--- config.mk ---
export PLATFORM = sky130hd
export DESIGN_NAME = pipeline_cpu
export DESIGN_NICKNAME = d
export VERILOG_FILES = /design/src/verilog/cpu_pkg.sv /design/src/verilog/wb_bus_if.sv /design/src/verilog/pipeline_cpu.sv /design/src/verilog/hazard_unit.sv /design/src/verilog/alu.sv /design/src/verilog/decode_unit.sv /design/src/verilog/register_file.sv
export SDC_FILE = /design/constraint.sdc
export NUM_CORES = 1
export LEC_CHECK = 0
export BUFFER_PORTS_ARGS = -buffer_cell sky130_fd_sc_hd__clkbuf_2
export CAP_MARGIN = 20
export CORE_ASPECT_RATIO = 1.5
export CORE_MARGIN = 5
export CORE_UTILIZATION = 50
export DETAILED_ROUTE_END_ITERATION = 10
export PLACE_DENSITY = 0.75
export SYNTH_ARGS = -nofsm -noshare
export SYNTH_HDL_FRONTEND = slang
export SYNTH_HIERARCHICAL = 1
export SYNTH_SLANG_ARGS = --single-unit
--- constraint.sdc ---
create_clock -name clk -period 4.1 [get_ports clk]
set_input_delay 0 -clock clk [delete_from_list [all_inputs] [get_ports clk]]
set_output_delay 0 -clock clk [all_outputs]
set_load 0.05 [all_outputs]
--- src/verilog/cpu_pkg.sv ---
package cpu_pkg;

	localparam int WORD_SIZE = 16;
	localparam int NUM_REGS = 4;

	typedef logic [WORD_SIZE-1:0] word_t;
	typedef logic [1:0] reg_addr_t;
	typedef logic [3:0] opcode_t;
	typedef logic [5:0] func_t;
	typedef logic [7:0] imm_t;
	typedef logic [1:0] fwd_sel_t;

	// instruction field positions
	localparam int OPCODE_MSB = 15;
	localparam int OPCODE_LSB = 12;
	localparam int RS_MSB = 11;
	localparam int RS_LSB = 10;
	localparam int RT_MSB = 9;
	localparam int RT_LSB = 8;
	localparam int RD_MSB = 7;
	localparam int RD_LSB = 6;
	localparam int FUNC_MSB = 5;
	localparam int FUNC_LSB = 0;
	localparam int IMM_MSB = 7;
	localparam int IMM_LSB = 0;

	// opcodes
	localparam opcode_t OP_RTYPE = 4'd15;
	localparam opcode_t OP_ADI = 4'd4;
	localparam opcode_t OP_ORI = 4'd5;
	localparam opcode_t OP_LHI = 4'd6;
	localparam opcode_t OP_LWD = 4'd7;
	localparam opcode_t OP_SWD = 4'd8;

	// function codes of R-type
	localparam func_t FUNC_ADD = 6'd0;
	localparam func_t FUNC_SUB = 6'd1;
	localparam func_t FUNC_AND = 6'd2;
	localparam func_t FUNC_ORR = 6'd3;
	localparam func_t FUNC_NOT = 6'd4;
	localparam func_t FUNC_WWD = 6'd28;
	localparam func_t FUNC_HLT = 6'd29;

	// operand source in execute
	localparam fwd_sel_t FWD_REG = 2'd0;
	localparam fwd_sel_t FWD_EXMEM = 2'd1;
	localparam fwd_sel_t FWD_WB = 2'd2;

	typedef enum logic [2:0] {
		ALU_ADD,
		ALU_SUB,
		ALU_AND,
		ALU_OR,
		ALU_NOT,
		ALU_LHI
	} alu_op_e;

	typedef struct packed {
		logic reg_write;
		logic mem_read;
		logic mem_write;
		logic alu_src_imm;
		alu_op_e alu_op;
		logic wwd;
		logic halt;
		logic valid;
	} ctrl_t;

	localparam ctrl_t CTRL_BUBBLE = '0;

endpackage
--- src/verilog/wb_bus_if.sv ---
`timescale 1ns/1ps

// write-back result leaving the MEM/WB register
interface wb_bus_if;

	logic reg_write;
	cpu_pkg::reg_addr_t dest;
	cpu_pkg::word_t data;
	logic wwd;
	logic halt;

	modport source (
		output reg_write, dest, data, wwd, halt
	);

	modport write (
		input reg_write, dest, data
	);

	// forwarding side only needs the register result
	modport snoop (
		input reg_write, dest, data
	);

endinterface

--- src/verilog/pipeline_cpu.sv ---
`timescale 1ns/1ps

module pipeline_cpu (
	input logic clk,
	input logic reset_n,
	input cpu_pkg::word_t data1_i,
	input cpu_pkg::word_t data2_i,
	output logic read_m1_o,
	output cpu_pkg::word_t address1_o,
	output logic read_m2_o,
	output logic write_m2_o,
	output cpu_pkg::word_t address2_o,
	output cpu_pkg::word_t data2_o,
	output cpu_pkg::word_t num_inst_o,
	output cpu_pkg::word_t output_port_o,
	output logic is_halted_o
);

	typedef enum logic [1:0] {
		F_IDLE,
		F_RUN,
		F_HALT
	} fetch_state_e;

	fetch_state_e fetch_state;
	cpu_pkg::word_t pc;

	// IF/ID
	cpu_pkg::word_t if_id_instr;
	logic if_id_valid;

	// decode outputs
	cpu_pkg::reg_addr_t dec_rs, dec_rt, dec_dest;
	cpu_pkg::word_t dec_imm, rs_data, rt_data;
	cpu_pkg::ctrl_t dec_ctrl;
	logic id_halt, stall;

	// ID/EX
	cpu_pkg::ctrl_t idex_ctrl;
	cpu_pkg::word_t idex_rs_data, idex_rt_data, idex_imm;
	cpu_pkg::reg_addr_t idex_dest;

	// execute
	cpu_pkg::fwd_sel_t fwd_a, fwd_b;
	cpu_pkg::word_t alu_result, alu_store;

	// EX/MEM
	cpu_pkg::ctrl_t exmem_ctrl;
	cpu_pkg::word_t exmem_result, exmem_store;
	cpu_pkg::reg_addr_t exmem_dest;

	// MEM/WB
	cpu_pkg::ctrl_t memwb_ctrl;
	cpu_pkg::word_t memwb_data;
	cpu_pkg::reg_addr_t memwb_dest;

	wb_bus_if wb_bus ();

	assign id_halt = if_id_valid && dec_ctrl.halt;
	// no fetch behind a decoded HLT
	assign read_m1_o = (fetch_state == F_RUN) && !stall && !id_halt;
	assign address1_o = pc;

	always_ff @(posedge clk) begin
		if (!reset_n) begin
			fetch_state <= F_IDLE;
		end else begin
			case (fetch_state)
				F_IDLE: fetch_state <= F_RUN;
				F_RUN: if (id_halt) fetch_state <= F_HALT;
				default: fetch_state <= F_HALT;
			endcase
		end
	end

	always_ff @(posedge clk) begin
		if (!reset_n) begin
			pc <= '0;
			if_id_valid <= 1'b0;
		end else if (read_m1_o) begin
			pc <= pc + cpu_pkg::word_t'(1);
			if_id_valid <= 1'b1;
		end else if (!stall) begin
			if_id_valid <= 1'b0;
		end
	end

	always_ff @(posedge clk) begin
		if (read_m1_o) begin
			if_id_instr <= data1_i;
		end
	end

	decode_unit u_decode_unit (
		.instr_i(if_id_instr),
		.rs_o(dec_rs),
		.rt_o(dec_rt),
		.dest_o(dec_dest),
		.imm_o(dec_imm),
		.ctrl_o(dec_ctrl)
	);

	register_file u_register_file (
		.clk(clk),
		.reset_n(reset_n),
		.rs_i(dec_rs),
		.rt_i(dec_rt),
		.rs_data_o(rs_data),
		.rt_data_o(rt_data),
		.wb(wb_bus)
	);

	hazard_unit u_hazard_unit (
		.clk(clk),
		.reset_n(reset_n),
		.id_rs_i(dec_rs),
		.id_rt_i(dec_rt),
		.ex_dest_i(idex_dest),
		.mem_dest_i(exmem_dest),
		.ex_mem_read_i(idex_ctrl.mem_read),
		.ex_valid_reg_write_i(idex_ctrl.valid && idex_ctrl.reg_write),
		.mem_reg_write_i(exmem_ctrl.valid && exmem_ctrl.reg_write),
		.wb(wb_bus),
		.stall_o(stall),
		.fwd_a_o(fwd_a),
		.fwd_b_o(fwd_b)
	);

	// bubble on stall or empty decode slot
	always_ff @(posedge clk) begin
		if (!reset_n) begin
			idex_ctrl <= cpu_pkg::CTRL_BUBBLE;
		end else if (if_id_valid && !stall) begin
			idex_ctrl <= dec_ctrl;
		end else begin
			idex_ctrl <= cpu_pkg::CTRL_BUBBLE;
		end
	end

	always_ff @(posedge clk) begin
		idex_rs_data <= rs_data;
		idex_rt_data <= rt_data;
		idex_imm <= dec_imm;
		idex_dest <= dec_dest;
	end

	alu u_alu (
		.alu_op_i(idex_ctrl.alu_op),
		.fwd_a_i(fwd_a),
		.fwd_b_i(fwd_b),
		.rs_data_i(idex_rs_data),
		.rt_data_i(idex_rt_data),
		.exmem_data_i(exmem_result),
		.imm_i(idex_imm),
		.alu_src_imm_i(idex_ctrl.alu_src_imm),
		.wb(wb_bus),
		.result_o(alu_result),
		.store_data_o(alu_store)
	);

	always_ff @(posedge clk) begin
		if (!reset_n) begin
			exmem_ctrl <= cpu_pkg::CTRL_BUBBLE;
			memwb_ctrl <= cpu_pkg::CTRL_BUBBLE;
		end else begin
			exmem_ctrl <= idex_ctrl;
			memwb_ctrl <= exmem_ctrl;
		end
	end

	always_ff @(posedge clk) begin
		exmem_result <= alu_result;
		exmem_store <= alu_store;
		exmem_dest <= idex_dest;
		memwb_data <= exmem_ctrl.mem_read ? data2_i : exmem_result;
		memwb_dest <= exmem_dest;
	end

	// data memory answers in the same cycle
	assign read_m2_o = exmem_ctrl.mem_read;
	assign write_m2_o = exmem_ctrl.mem_write;
	assign address2_o = exmem_result;
	assign data2_o = exmem_store;

	assign wb_bus.reg_write = memwb_ctrl.valid && memwb_ctrl.reg_write;
	assign wb_bus.dest = memwb_dest;
	assign wb_bus.data = memwb_data;
	assign wb_bus.wwd = memwb_ctrl.valid && memwb_ctrl.wwd;
	assign wb_bus.halt = memwb_ctrl.valid && memwb_ctrl.halt;

	// retirement side effects
	always_ff @(posedge clk) begin
		if (!reset_n) begin
			num_inst_o <= '0;
			output_port_o <= '0;
			is_halted_o <= 1'b0;
		end else begin
			if (memwb_ctrl.valid) begin
				num_inst_o <= num_inst_o + cpu_pkg::word_t'(1);
			end
			if (wb_bus.wwd) begin
				output_port_o <= wb_bus.data;
			end
			if (wb_bus.halt) begin
				is_halted_o <= 1'b1;
			end
		end
	end

	a_mem_strobes: assert property (
		@(posedge clk) disable iff (!reset_n) !(read_m2_o && write_m2_o)
	) else $error("data memory read and write strobes both high");

endmodule

--- src/verilog/hazard_unit.sv ---
`timescale 1ns/1ps

module hazard_unit (
	input logic clk,
	input logic reset_n,
	input cpu_pkg::reg_addr_t id_rs_i,
	input cpu_pkg::reg_addr_t id_rt_i,
	input cpu_pkg::reg_addr_t ex_dest_i,
	input cpu_pkg::reg_addr_t mem_dest_i,
	input logic ex_mem_read_i,
	input logic ex_valid_reg_write_i,
	input logic mem_reg_write_i,
	wb_bus_if.snoop wb,
	output logic stall_o,
	output cpu_pkg::fwd_sel_t fwd_a_o,
	output cpu_pkg::fwd_sel_t fwd_b_o
);

	// source indices of the instruction now in execute
	cpu_pkg::reg_addr_t ex_rs;
	cpu_pkg::reg_addr_t ex_rt;

	// both fields compared, even when an opcode ignores rt
	assign stall_o = ex_mem_read_i && ex_valid_reg_write_i &&
		(ex_dest_i == id_rs_i || ex_dest_i == id_rt_i);

	always_ff @(posedge clk) begin
		if (!reset_n) begin
			ex_rs <= '0;
			ex_rt <= '0;
		end else begin
			ex_rs <= id_rs_i;
			ex_rt <= id_rt_i;
		end
	end

	// newest producer wins
	function automatic cpu_pkg::fwd_sel_t pick_source(cpu_pkg::reg_addr_t src);
		if (mem_reg_write_i && mem_dest_i == src) begin
			return cpu_pkg::FWD_EXMEM;
		end else if (wb.reg_write && wb.dest == src) begin
			return cpu_pkg::FWD_WB;
		end
		return cpu_pkg::FWD_REG;
	endfunction

	always_comb begin
		fwd_a_o = pick_source(ex_rs);
		fwd_b_o = pick_source(ex_rt);
	end

	// a stall always pushes a bubble into ID/EX
	a_single_stall: assert property (
		@(posedge clk) disable iff (!reset_n) stall_o |=> !stall_o
	) else $error("load-use stall held for two cycles");

endmodule

--- src/verilog/alu.sv ---
`timescale 1ns/1ps

module alu (
	input cpu_pkg::alu_op_e alu_op_i,
	input cpu_pkg::fwd_sel_t fwd_a_i,
	input cpu_pkg::fwd_sel_t fwd_b_i,
	input cpu_pkg::word_t rs_data_i,
	input cpu_pkg::word_t rt_data_i,
	input cpu_pkg::word_t exmem_data_i,
	input cpu_pkg::word_t imm_i,
	input logic alu_src_imm_i,
	wb_bus_if.snoop wb,
	output cpu_pkg::word_t result_o,
	output cpu_pkg::word_t store_data_o
);

	cpu_pkg::word_t op_a;
	cpu_pkg::word_t op_b;
	cpu_pkg::word_t rt_fwd;

	function automatic cpu_pkg::word_t select_operand(
		cpu_pkg::fwd_sel_t sel,
		cpu_pkg::word_t reg_val,
		cpu_pkg::word_t exmem_val,
		cpu_pkg::word_t wb_val
	);
		case (sel)
			cpu_pkg::FWD_EXMEM: return exmem_val;
			cpu_pkg::FWD_WB: return wb_val;
			default: return reg_val;
		endcase
	endfunction

	always_comb begin
		op_a = select_operand(fwd_a_i, rs_data_i, exmem_data_i, wb.data);
		rt_fwd = select_operand(fwd_b_i, rt_data_i, exmem_data_i, wb.data);
		op_b = alu_src_imm_i ? imm_i : rt_fwd;
		case (alu_op_i)
			cpu_pkg::ALU_ADD: result_o = op_a + op_b;
			cpu_pkg::ALU_SUB: result_o = op_a - op_b;
			cpu_pkg::ALU_AND: result_o = op_a & op_b;
			cpu_pkg::ALU_OR: result_o = op_a | op_b;
			cpu_pkg::ALU_NOT: result_o = ~op_a;
			cpu_pkg::ALU_LHI: result_o = op_b;
			default: result_o = '0;
		endcase
	end

	// SWD stores the forwarded rt, not the immediate
	assign store_data_o = rt_fwd;

endmodule

--- src/verilog/decode_unit.sv ---
`timescale 1ns/1ps

module decode_unit (
	input cpu_pkg::word_t instr_i,
	output cpu_pkg::reg_addr_t rs_o,
	output cpu_pkg::reg_addr_t rt_o,
	output cpu_pkg::reg_addr_t dest_o,
	output cpu_pkg::word_t imm_o,
	output cpu_pkg::ctrl_t ctrl_o
);

	cpu_pkg::opcode_t opcode;
	cpu_pkg::func_t func;
	cpu_pkg::imm_t imm;
	cpu_pkg::reg_addr_t rd;

	assign opcode = instr_i[cpu_pkg::OPCODE_MSB:cpu_pkg::OPCODE_LSB];
	assign func = instr_i[cpu_pkg::FUNC_MSB:cpu_pkg::FUNC_LSB];
	assign imm = instr_i[cpu_pkg::IMM_MSB:cpu_pkg::IMM_LSB];
	assign rs_o = instr_i[cpu_pkg::RS_MSB:cpu_pkg::RS_LSB];
	assign rt_o = instr_i[cpu_pkg::RT_MSB:cpu_pkg::RT_LSB];
	assign rd = instr_i[cpu_pkg::RD_MSB:cpu_pkg::RD_LSB];

	always_comb begin
		// valid no-op unless an encoding below matches
		ctrl_o = cpu_pkg::CTRL_BUBBLE;
		ctrl_o.valid = 1'b1;
		ctrl_o.alu_op = cpu_pkg::ALU_ADD;
		imm_o = {{(cpu_pkg::WORD_SIZE - 8){imm[7]}}, imm};
		dest_o = rt_o;

		case (opcode)
			cpu_pkg::OP_RTYPE: begin
				dest_o = rd;
				case (func)
					cpu_pkg::FUNC_ADD: begin
						ctrl_o.reg_write = 1'b1;
						ctrl_o.alu_op = cpu_pkg::ALU_ADD;
					end
					cpu_pkg::FUNC_SUB: begin
						ctrl_o.reg_write = 1'b1;
						ctrl_o.alu_op = cpu_pkg::ALU_SUB;
					end
					cpu_pkg::FUNC_AND: begin
						ctrl_o.reg_write = 1'b1;
						ctrl_o.alu_op = cpu_pkg::ALU_AND;
					end
					cpu_pkg::FUNC_ORR: begin
						ctrl_o.reg_write = 1'b1;
						ctrl_o.alu_op = cpu_pkg::ALU_OR;
					end
					cpu_pkg::FUNC_NOT: begin
						ctrl_o.reg_write = 1'b1;
						ctrl_o.alu_op = cpu_pkg::ALU_NOT;
					end
					cpu_pkg::FUNC_WWD: begin
						// rs + 0 carries rs down to write-back
						ctrl_o.wwd = 1'b1;
						ctrl_o.alu_src_imm = 1'b1;
						imm_o = '0;
					end
					cpu_pkg::FUNC_HLT: begin
						ctrl_o.halt = 1'b1;
					end
					default: begin
					end
				endcase
			end
			cpu_pkg::OP_ADI: begin
				ctrl_o.reg_write = 1'b1;
				ctrl_o.alu_src_imm = 1'b1;
			end
			cpu_pkg::OP_ORI: begin
				ctrl_o.reg_write = 1'b1;
				ctrl_o.alu_src_imm = 1'b1;
				ctrl_o.alu_op = cpu_pkg::ALU_OR;
				imm_o = {{(cpu_pkg::WORD_SIZE - 8){1'b0}}, imm};
			end
			cpu_pkg::OP_LHI: begin
				ctrl_o.reg_write = 1'b1;
				ctrl_o.alu_src_imm = 1'b1;
				ctrl_o.alu_op = cpu_pkg::ALU_LHI;
				imm_o = {imm, 8'h00};
			end
			cpu_pkg::OP_LWD: begin
				ctrl_o.reg_write = 1'b1;
				ctrl_o.mem_read = 1'b1;
				ctrl_o.alu_src_imm = 1'b1;
			end
			cpu_pkg::OP_SWD: begin
				ctrl_o.mem_write = 1'b1;
				ctrl_o.alu_src_imm = 1'b1;
			end
			default: begin
			end
		endcase
	end

endmodule

--- src/verilog/register_file.sv ---
`timescale 1ns/1ps

module register_file (
	input logic clk,
	input logic reset_n,
	input cpu_pkg::reg_addr_t rs_i,
	input cpu_pkg::reg_addr_t rt_i,
	output cpu_pkg::word_t rs_data_o,
	output cpu_pkg::word_t rt_data_o,
	wb_bus_if.write wb
);

	cpu_pkg::word_t regs [cpu_pkg::NUM_REGS];

	always_ff @(posedge clk) begin
		if (!reset_n) begin
			for (int i = 0; i < cpu_pkg::NUM_REGS; i++) begin
				regs[i] <= '0;
			end
		end else if (wb.reg_write) begin
			regs[wb.dest] <= wb.data;
		end
	end

	// write-through so decode sees the value retiring this cycle
	always_comb begin
		if (wb.reg_write && wb.dest == rs_i) begin
			rs_data_o = wb.data;
		end else begin
			rs_data_o = regs[rs_i];
		end
		if (wb.reg_write && wb.dest == rt_i) begin
			rt_data_o = wb.data;
		end else begin
			rt_data_o = regs[rt_i];
		end
	end

	// MEM/WB controls are cleared by the reset edge
	a_no_write_after_reset: assert property (
		@(posedge clk) !reset_n |=> !wb.reg_write
	) else $error("register write reported right after reset");

endmodule

# == Word-level counts from Yosys, hierarchy flattened ==
# Memories as Yosys holds them, arrays and structs flattened. A register that Yosys moved wholly into a read port is not among the register bits.
# Index checks and enable logic that the tools add are counted.
# classes
n_addsub,4
eq_ne,32
n_mux,44
bitwise_logic,3
reduce_logical,29
# ops
cell,n
$mux 16,6
$pmux 16 s6,1
$pmux 16 s2,2
$pmux 16 s3,1
$add 16x1->16 const B,2
$mux 2,11
$mux 1,18
$logic_and 1x1->1,17
$add 16x16->16,1
$and 16x16->16,1
$eq 2x2->1,8
$eq 4x3->1 const B,4
$not 16->16,1
$or 16x16->16,1
$reduce_or 16->1,1
$sub 16x16->16,1
$eq 6x2->1 const B,2
$eq 6x5->1 const B,2
$pmux 3 s4,1
$reduce_or 5->1,2
$pmux 3 s3,1
$eq 4x4->1 const B,2
$eq 2x1->1 const B,3
$eq 3x2->1 const B,2
16 further kinds,21
# totals
register_bits,194
ramBits,64
inputBits,34
output_inout_bits,84
wordCells,149
memories,1
# mem_list
memory,words,word_bits,rd,rd_clocked_by_memory_dff,wr,line_no,source
u_register_file.regs,4,16,2,2,4,register_file.sv:13,cpu_pkg::word_t regs [cpu_pkg::NUM_REGS];

# == Depth between registers and ports, before layout ==
# Gate-level depths: netlist of the first run.
# depth
ltp_word,10
depth_mapped,24
mapped_depth_nobuf,21

# == By module ==
# The synthesis of the first run kept the hierarchy.
# by_module_without_submodules
mod,instances,cells_per_inst,area_per_inst_um2,seq_area_each_um2
pipeline_cpu,1,427,5392.7,3963.8
register_file,1,227,3773.6,1921.8
alu,1,426,2797.7,0.0
decode_unit,1,53,399.1,0.0
hazard_unit,1,28,267.8,80.1

# == Least setup slack after synthesis of the first run ==
# No wires, ideal clock.
# synth_path
kind,flip-flop to flip-flop
start,register memwb_ctrl[0] in the netlist's numbering
end,register exmem_result[11] (netlist: address2_o[11])
setup_ps,58
arrival_ps,4232
slack_ps,-189
path_stages_with_launch,21
synth_period_minus_slack_ps,4289
cell_sequence,dfxtp_1 buf_4 and2_1 nand3_1 nor2_2 ha_1 buf_6 buf_6 buf_2 nand2_1 o21ai_1 o41a_1 nor2_1 nand3_1 o41a_1 xnor2_1 ha_1 or4b_2 mux2_2 a31oi_1 a21o_1
# synth_between
elab_chain_len,10
word_cells_on_any_way,22
# synth_rtl
element,line_no,source
from (decl),pipeline_cpu.sv:53,cpu_pkg::ctrl_t memwb_ctrl;
from (signal assigned),pipeline_cpu.sv:164,memwb_ctrl <= cpu_pkg::CTRL_BUBBLE;
from (signal assigned),pipeline_cpu.sv:167,memwb_ctrl <= exmem_ctrl;
$logic_and 1x1->1 (*),pipeline_cpu.sv:185,assign wb_bus.reg_write = memwb_ctrl.valid && memwb_ctrl.reg_write;
named net wb_bus.reg_write,wb_bus_if.sv:6,logic reg_write;
$logic_and 1x1->1 (*),hazard_unit.sv:41,end else if (wb.reg_write && wb.dest == src) begin
$mux 1 (*),hazard_unit.sv:41,
$mux 1 (*),hazard_unit.sv:39,if (mem_reg_write_i && mem_dest_i == src) begin
$mux 2 (*),hazard_unit.sv:44,return cpu_pkg::FWD_REG;
named net fwd_b[1],pipeline_cpu.sv:44,"cpu_pkg::fwd_sel_t fwd_a, fwd_b;"
$eq 2x2->1 or $eq 2x1->1 (tied branches),alu.sv:27,case (sel)
$pmux 16 s2 (*),alu.sv:27,
named net alu_store[4],pipeline_cpu.sv:45,"cpu_pkg::word_t alu_result, alu_store;"
$mux 16 (*),alu.sv:37,op_b = alu_src_imm_i ? imm_i : rt_fwd;
$sub 16x16->16 or $add 16x16->16 (tied branches),"alu.sv:40, alu.sv:39",
$pmux 16 s6 (*),alu.sv:38,case (alu_op_i)
named net alu_result[11],pipeline_cpu.sv:45,
to (signal assigned),pipeline_cpu.sv:172,exmem_result <= alu_result;
to (decl),pipeline_cpu.sv:49,"cpu_pkg::word_t exmem_result, exmem_store;"
# Mark *: on every way through the listed nets, which the timed path passes. The rest lies on a longest branch.
# A chain may end at the register's enable or synchronous reset.

# == Worst setup path in the final report of the first run ==
# layout_path
start,register u_hazard_unit.ex_rt[0]
end,register exmem_result[14] (netlist: address2_o[14])
# layout_between
elab_chain_len,10
word_cells_on_any_way,17
# layout_rtl
element,line_no,source
from (decl),hazard_unit.sv:21,cpu_pkg::reg_addr_t ex_rt;
from (signal assigned),hazard_unit.sv:33,ex_rt <= id_rt_i;
$eq 2x2->1,hazard_unit.sv:41,
$logic_and 1x1->1,hazard_unit.sv:41,
$mux 1,hazard_unit.sv:41,
$mux 1,hazard_unit.sv:39,
$mux 2 (*),hazard_unit.sv:44,
named net fwd_b[0],pipeline_cpu.sv:44,
$eq 2x2->1 or $eq 2x1->1 (tied branches),alu.sv:27,
$pmux 16 s2 (*),alu.sv:27,
$mux 16 (*),alu.sv:37,
$sub 16x16->16 (tied with other cells),alu.sv:40,cpu_pkg::ALU_SUB: result_o = op_a - op_b;
$pmux 16 s6 (*),alu.sv:38,
named net alu_result[14],pipeline_cpu.sv:45,
# Marks and branches as above.

==> flow_metrics.tcl, run 1 <==
set metrics [dict create \
    outcome "complete, but fails checks" \
    violations "negative setup slack" \
    synth_compound_area_share_pct 11.0 \
    synth_xor_xnor_area_share_pct 4.37 \
    drc_violations_left 0 \
    synth_sequential_area_ratio_pct 47.2 \
    post-place-ws_ns -0.235 \
    floorplan.die_area_um2 28600 \
    grt.total_usage_pct 21.4 \
    critical_path_arrival_ns 4.56 \
    commonest_non_fill_non_tap_cells_in_the_layout "dfxtp_1 (174), clkbuf_2 (117), nand2_1 (113)" \
    critical_path_peak_fanout 6 \
    num_antenna_cells 0 \
    tns_ns -0.0754 \
    swShare_pct 31.1 \
    startpoint "u_hazard_unit/ex_rt[0]" \
    fp.dieH_um 205 \
    synth.area.mux_share_pct 12.5 \
    period_minus_slack_ns 4.14 \
    ctsLongestPathBuffers 3 \
    num_vias 9589 \
    holdCritPathClass "input port to flip-flop" \
    post_synth_fa_ha_maj_area_fraction_pct 4.02 \
    cts_tree "yes" \
    top_area_cell_type_share_of_the_netlist_area_pct 28.2 \
    combinationalPowerShare_pct 19.2 \
    setup.worst_path.start_class "flip-flop" \
    max_freq_ghz 0.241 \
    numCtsBuffers 26 \
    routed_wl_um 32200 \
    synth_cells 1161 \
    yosys_top_cell_by_area "dfxtp_1" \
    areaGrowthSynthToFinish_pct 23.7 \
    busiest_layer "met2" \
    maxSlewViolCount 0 \
    synth_area_per_cell_um2 10.9 \
    cts.clk_slew.worst_paths_ns 0.07 \
    ys.warnings.count 6 \
    filler_cell_count 1962 \
    setup_cp_type "flip-flop to flip-flop" \
    grt_start_max_net_pins 51 \
    yosys.cell_types.count 86 \
    postSynthRegisterBits 258 \
    count_of_flip_flops_with_a_built_in_enable_after_synthesis 80 \
    drt-pass1-iter-count 6 \
    pwr-share-seq_pct 46.2 \
    clock_power_share_pct 34.6 \
    async_reset_ff_share_pct 0 \
    ant_nets 0 \
    p_per_cell_area_nw_per_um2 452 \
    rr_startpoint "u_hazard_unit/ex_rt[0]" \
    clkSinkCount 258 \
    main_combinational_cell_family_by_area_after_synthesis "simple AND/OR/NAND/NOR gates" \
    largest-register "u_register_file/regs" \
    power_leakage_nw 6.35 \
    num_rows 71 \
    syn_area_um2 12600 \
    initial_core_util_pct 50.6 \
    switchingPower_mw 2.20 \
    met2_track_demand_over_resource_in_global_routing_pct 38.9 \
    via_per_inst 5.58 \
    drive_gt1_share_pct 31.6 \
    ctsRootBufferMaster "clkbuf_16" \
    synth_fp_nets 1223 \
    synth_simple_gate_area_share_pct 16.7 \
    final.period_utilization_pct 101 \
    io_buffers 117 \
    clk-insertion-delay-late_ns 0.53 \
    post-route-worst-setup-slack_ns -0.0442 \
    detail_route.wl_per_cell_um 18.7 \
    setup_violations 2 \
    die_width_um 140 \
    via_count_of_the_first_global_routing_pass 9714 \
    grt_remaining_overflow 0 \
    yosys-top-cells-area "dfxtp_1 (28%), edfxtp_1 (19%), and2_1 (3.9%)" \
    dominantRegCellSynth "dfxtp_1" \
    global_route.usage.met1_pct 23.9 \
    core_um2 25000 \
    rsz0062_at_grt "true" \
    gpl.final_weighted_congestion 0.959 \
    antenna_violations_before_repair 0 \
    h-tree-depth 1 \
    holdCritStartpoint "data1_i[1]" \
    design.final.nets 1434 \
    max_cap_viol_count 0 \
    post-dp-hpwl_um 22800 \
    timing.clock.skew_ns 0.0103 \
    worst_pin_slew_ns 1.02 \
    power.internal_mw 4.87 \
    relSlewSlack_pct 32.0 \
    leading_cell_type_in_the_layout_fill_and_taps_excluded "dfxtp_1" \
    end_kind "flip-flop" \
    critPathRequiredTime_ns 4.52 \
    report.final.hold_viol_count 0 \
    largest_register_ff_count 64 \
    grt_first_pass_wirelength_um 49600 \
    floorplan.io_pins 118 \
    max-vdd-ir-drop_v 0.000376 \
    routing_usage_on_met3_pct 3.36 \
    drt_iter0_drc 551 \
]
worst paths after layout:
check             depth (start not counted)             end  slack, ns
setup / recovery                         22  address2_o[14]      -0.04
hold / removal                            2  if_id_instr[1]       0.18
setup reg to reg                         22  address2_o[14]      -0.04
hold reg to reg                           0   exmem_dest[0]       0.43
kinds of logic after synthesis:
group           after synthesis
other cells                   1
mux                          99
xor+xnor                     63
flops                       258
compound gates              211
fa+ha+maj                    43
simple gates                390
buf+inv                      96
timing repair:
action,4_1_cts,5_1_grt
setup buffers,0,15
gates resized for setup,18,69
pin swaps,9,52
endpoints found under the hold margin,36,0
endpoints found under the setup margin,4,6
hold buffers,33,0
power by group through the flow:
stage	combinational [mW]	clock, mW	sequential, mW
floorplan	0.615	0	3.39
global route	1.46	2.60	3.29
detailed placement	1.23	0	3.29
global placement	1.21	0	3.28
finish	1.36	2.44	3.26
CTS	1.27	2.50	3.24
synthesized netlist by cell type (6+ instances only):
master / count
dfxtp_1: 178
nand2_1: 116
edfxtp_1: 80
and2_1: 79
nor2_1: 65
o21ai_0: 65
a21oi_1: 52
xnor2_1: 40
clkbuf_1: 35
mux2_2: 35
ha_1: 27
inv_1: 27
a22oi_1: 26
xor2_1: 23
and3_1: 22
mux2_4: 20
mux4_2: 20
maj3_1: 15
nor3b_1: 15
nand3_1: 14
mux2i_1: 12
mux4_1: 12
buf_2: 11
buf_6: 11
nor2b_1: 11
nand4_1: 9
buf_4: 7
nand2b_1: 7
o31ai_1: 7
a221oi_1: 6
nor3_1: 6
o2bb2ai_1: 6
layout make-up:
type / count / area [µm²] / area share, %
tap: 328 / 410 / 2.63
multi-input combinational: 807 / 6520 / 41.7
timing repair buffer: 251 / 1720 / 11.0
clock inverter: 14 / 154 / 0.985
inverter: 28 / 105 / 0.672
sequential: 258 / 5970 / 38.2
clock buffer: 34 / 742 / 4.75
routing by layer:
layer | up-vias | wire [µm] | share of wire [%]
met2 | 285 | 16700 | 52
met4 | 0 | 1760 | 5.5
met3 | 93 | 1600 | 5.0
met5 | - | 0 | 0
met1 | 4596 | 12100 | 38
li1 | 4615 | - | -
per-stage QoR:
stage / hold WS (ns) / cell area [µm²] / std cells / util (%) / total power, mW
after floorplan: 0.0989 / 12700 / 1161 / - / 4.00
after global placement: 0.178 / 13900 / 1624 / 55.7 / 4.50
after detailed placement: 0.179 / 13900 / 1624 / 55.7 / 4.52
after CTS: 0.154 / 15200 / 1705 / 60.9 / 7.01
after global routing: 0.174 / 15600 / 1720 / 62.6 / 7.35
final: 0.177 / 15600 / 1720 / 62.6 / 7.06
worst max-delay path, cell delays in order (launching register included):
cell	delay, ns
dfxtp_4	0.36
xnor2_2	0.13
and3_4	0.20
nor2_4	0.14
inv_2	0.06
ha_4	0.20
buf_6	0.14
a22oi_2	0.16
a221oi_2	0.10
buf_4	0.16
buf_6	0.11
or4_4	0.56
nor3_4	0.24
buf_4	0.14
buf_6	0.09
a21oi_4	0.05
xnor2_2	0.13
ha_1	0.34
nor2_1	0.05
mux2i_1	0.18
o21a_1	0.13
o21ai_1	0.06
a311o_1	0.27
No activity file was read; power rests on OpenSTA's default activity.
==> inputs of run 2 (changes only) <==
Settings changed: SETUP_SLACK_MARGIN from default to 0.02.
==> flow_metrics.tcl, run 2 (synthesis gave the netlist of run 1 again) <==
set metrics [dict create \
    drive_gt1_share_pct 31.3 \
    routed_wl_um 32600 \
    routed-wl-met3_um 1730 \
    commonest_non_fill_non_tap_cells_in_the_layout "dfxtp_1 (174), clkbuf_2 (117), nand2_1 (114)" \
    clk-insertion-delay-late_ns 0.55 \
    drt-pass1-iter-count 5 \
    floorplan.io_pins 118 \
    critical_path_arrival_ns 4.53 \
    die_width_um 140 \
    report.final.hold_viol_count 0 \
    via_per_inst 5.60 \
    max-vdd-ir-drop_v 0.000365 \
    largest-register "u_register_file/regs" \
    numCtsBuffers 26 \
    power_leakage_nw 6.26 \
    wl_met1_um 12400 \
    via_count_of_the_first_global_routing_pass 9588 \
    filler_cell_count 1969 \
    ant_nets 0 \
    design.final.nets 1428 \
    post-route-worst-setup-slack_ns 0.0115 \
    setup_cp_type "flip-flop to flip-flop" \
    cts_tree "yes" \
    timing.clock.skew_ns 0.0225 \
    io_buffers 117 \
    relSlewSlack_pct 32.6 \
    largest_register_ff_count 64 \
    areaGrowthSynthToFinish_pct 22.8 \
    power.internal_mw 4.77 \
    drt_iter0_drc 604 \
    rsz0062_at_grt "true" \
    end_kind "flip-flop" \
    setup.worst_path.start_class "flip-flop" \
    post-layout-total-power_mw 6.95 \
    max_cap_viol_count 0 \
    outcome "finished, final reports clean" \
    pwr-share-seq_pct 46.7 \
    fin_area_um2 15500 \
    h-tree-depth 1 \
    grt_first_pass_wirelength_um 50700 \
    placement.cell_area_um2 13900 \
    num_rows 71 \
    ctsRootBufferMaster "clkbuf_16" \
    gpl.final_weighted_congestion 0.911 \
    grt.total_usage_pct 22.0 \
    core_um2 25000 \
    p_per_cell_area_nw_per_um2 448 \
    antenna_violations_before_repair 0 \
    combinationalPowerShare_pct 19.7 \
    critical_path_peak_fanout 6 \
    post-dp-hpwl_um 22900 \
    post-place-ws_ns -0.232 \
    leading_cell_type_in_the_layout_fill_and_taps_excluded "dfxtp_1" \
    fp.dieH_um 205 \
    drc_violations_left 0 \
    max_freq_ghz 0.245 \
    worst_pin_slew_ns 1.01 \
    setup_violations 0 \
    holdCritPathClass "input port to flip-flop" \
    maxSlewViolCount 0 \
    critPathRequiredTime_ns 4.54 \
    final.period_utilization_pct 99.7 \
    clock_power_share_pct 33.7 \
    detail_route.wl_per_cell_um 19.0 \
    cts.clk_slew.worst_paths_ns 0.06 \
    tns_ns 0 \
    floorplan.die_area_um2 28600 \
    initial_core_util_pct 50.6 \
    swShare_pct 31.3 \
    route.met2.wl_um 16900 \
    grt_remaining_overflow 0 \
    num_vias 9596 \
    ctsLongestPathBuffers 3 \
    period_minus_slack_ns 4.09 \
    clkSinkCount 258 \
    grt_start_max_net_pins 51 \
    top_signal_layer_used "met4" \
    switchingPower_mw 2.17 \
]
[run 2: timing repair]
action                     in CTS  in global routing
pin swaps                      13                 48
setup buffers                   4                 12
cloned                          0                  0
hold endpoints to repair       32                  0
hold buffers                   32                  0
setup endpoints to repair       6                  8
resized for setup              19                 65
[run 2: path summary, 6_finish.rpt]
path              slack [ns]        endpoint  cells past startpoint                    from
setup / recovery        0.01  address2_o[14]                     19  u_hazard_unit/ex_rt[0]
setup reg to reg        0.01  address2_o[14]                     19  u_hazard_unit/ex_rt[0]
hold / removal          0.02  num_inst_o[12]                      4                 reset_n
hold reg to reg         0.42   exmem_dest[1]                      0            idex_dest[1]
[run 2: final cells by class]
class / instances / area (µm²) / area share, %
diodes: 1 / 2.50 / 0.0161
well taps: 328 / 410 / 2.65
flip-flops and latches: 258 / 5980 / 38.5
clock buffers: 30 / 687 / 4.43
inverters: 28 / 105 / 0.677
repair buffers: 245 / 1650 / 10.7
multi-input cells: 807 / 6520 / 42.0
clock inverters: 17 / 156 / 1.01
[run 2: through the flow]
step	hold slack, ns	cells	util, %
3_5_place_dp	0.179	1623	55.8
4_1_cts	0.00634	1706	60.9
6_report	0.0235	1714	62.2
2_1_floorplan	0.0989	1161	-
5_1_grt	0.0470	1713	62.1
3_3_place_gp	0.178	1623	55.8
[run 2: layer usage]
| layer | track usage (%) | vias to the layer above |
|---|---|---|
| met5 | 0 | - |
| met4 | 11.1 | 0 |
| met3 | 3.36 | 79 |
| met2 | 39.7 | 295 |
| met1 | 25.1 | 4628 |
| li1 | - | 4594 |
[run 2: worst max-delay path: stages (launching register included)]
cell and delay, ns:
dfxtp_4 0.36, xnor2_2 0.13, and3_4 0.24, nor2_4 0.06, ha_4 0.33, buf_6 0.13
buf_6 0.09, o21ai_4 0.04, o41a_1 0.51, nor4_2 0.30, nor2_1 0.10, xnor2_1 0.16
ha_2 0.25, nor3_2 0.24, nor2_2 0.07, a41oi_2 0.26, nand2b_4 0.18, a21oi_4 0.06
a21o_1 0.16, a311o_1 0.30
[run 2: power groups by stage]
stage	clock, mW	sequential (mW)	combinational, mW
after detailed placement	0	3.27	1.23
after global placement	0	3.26	1.22
after CTS	2.38	3.22	1.29
after floorplan	0	3.39	0.617
after global routing	2.49	3.28	1.46
final	2.34	3.24	1.36
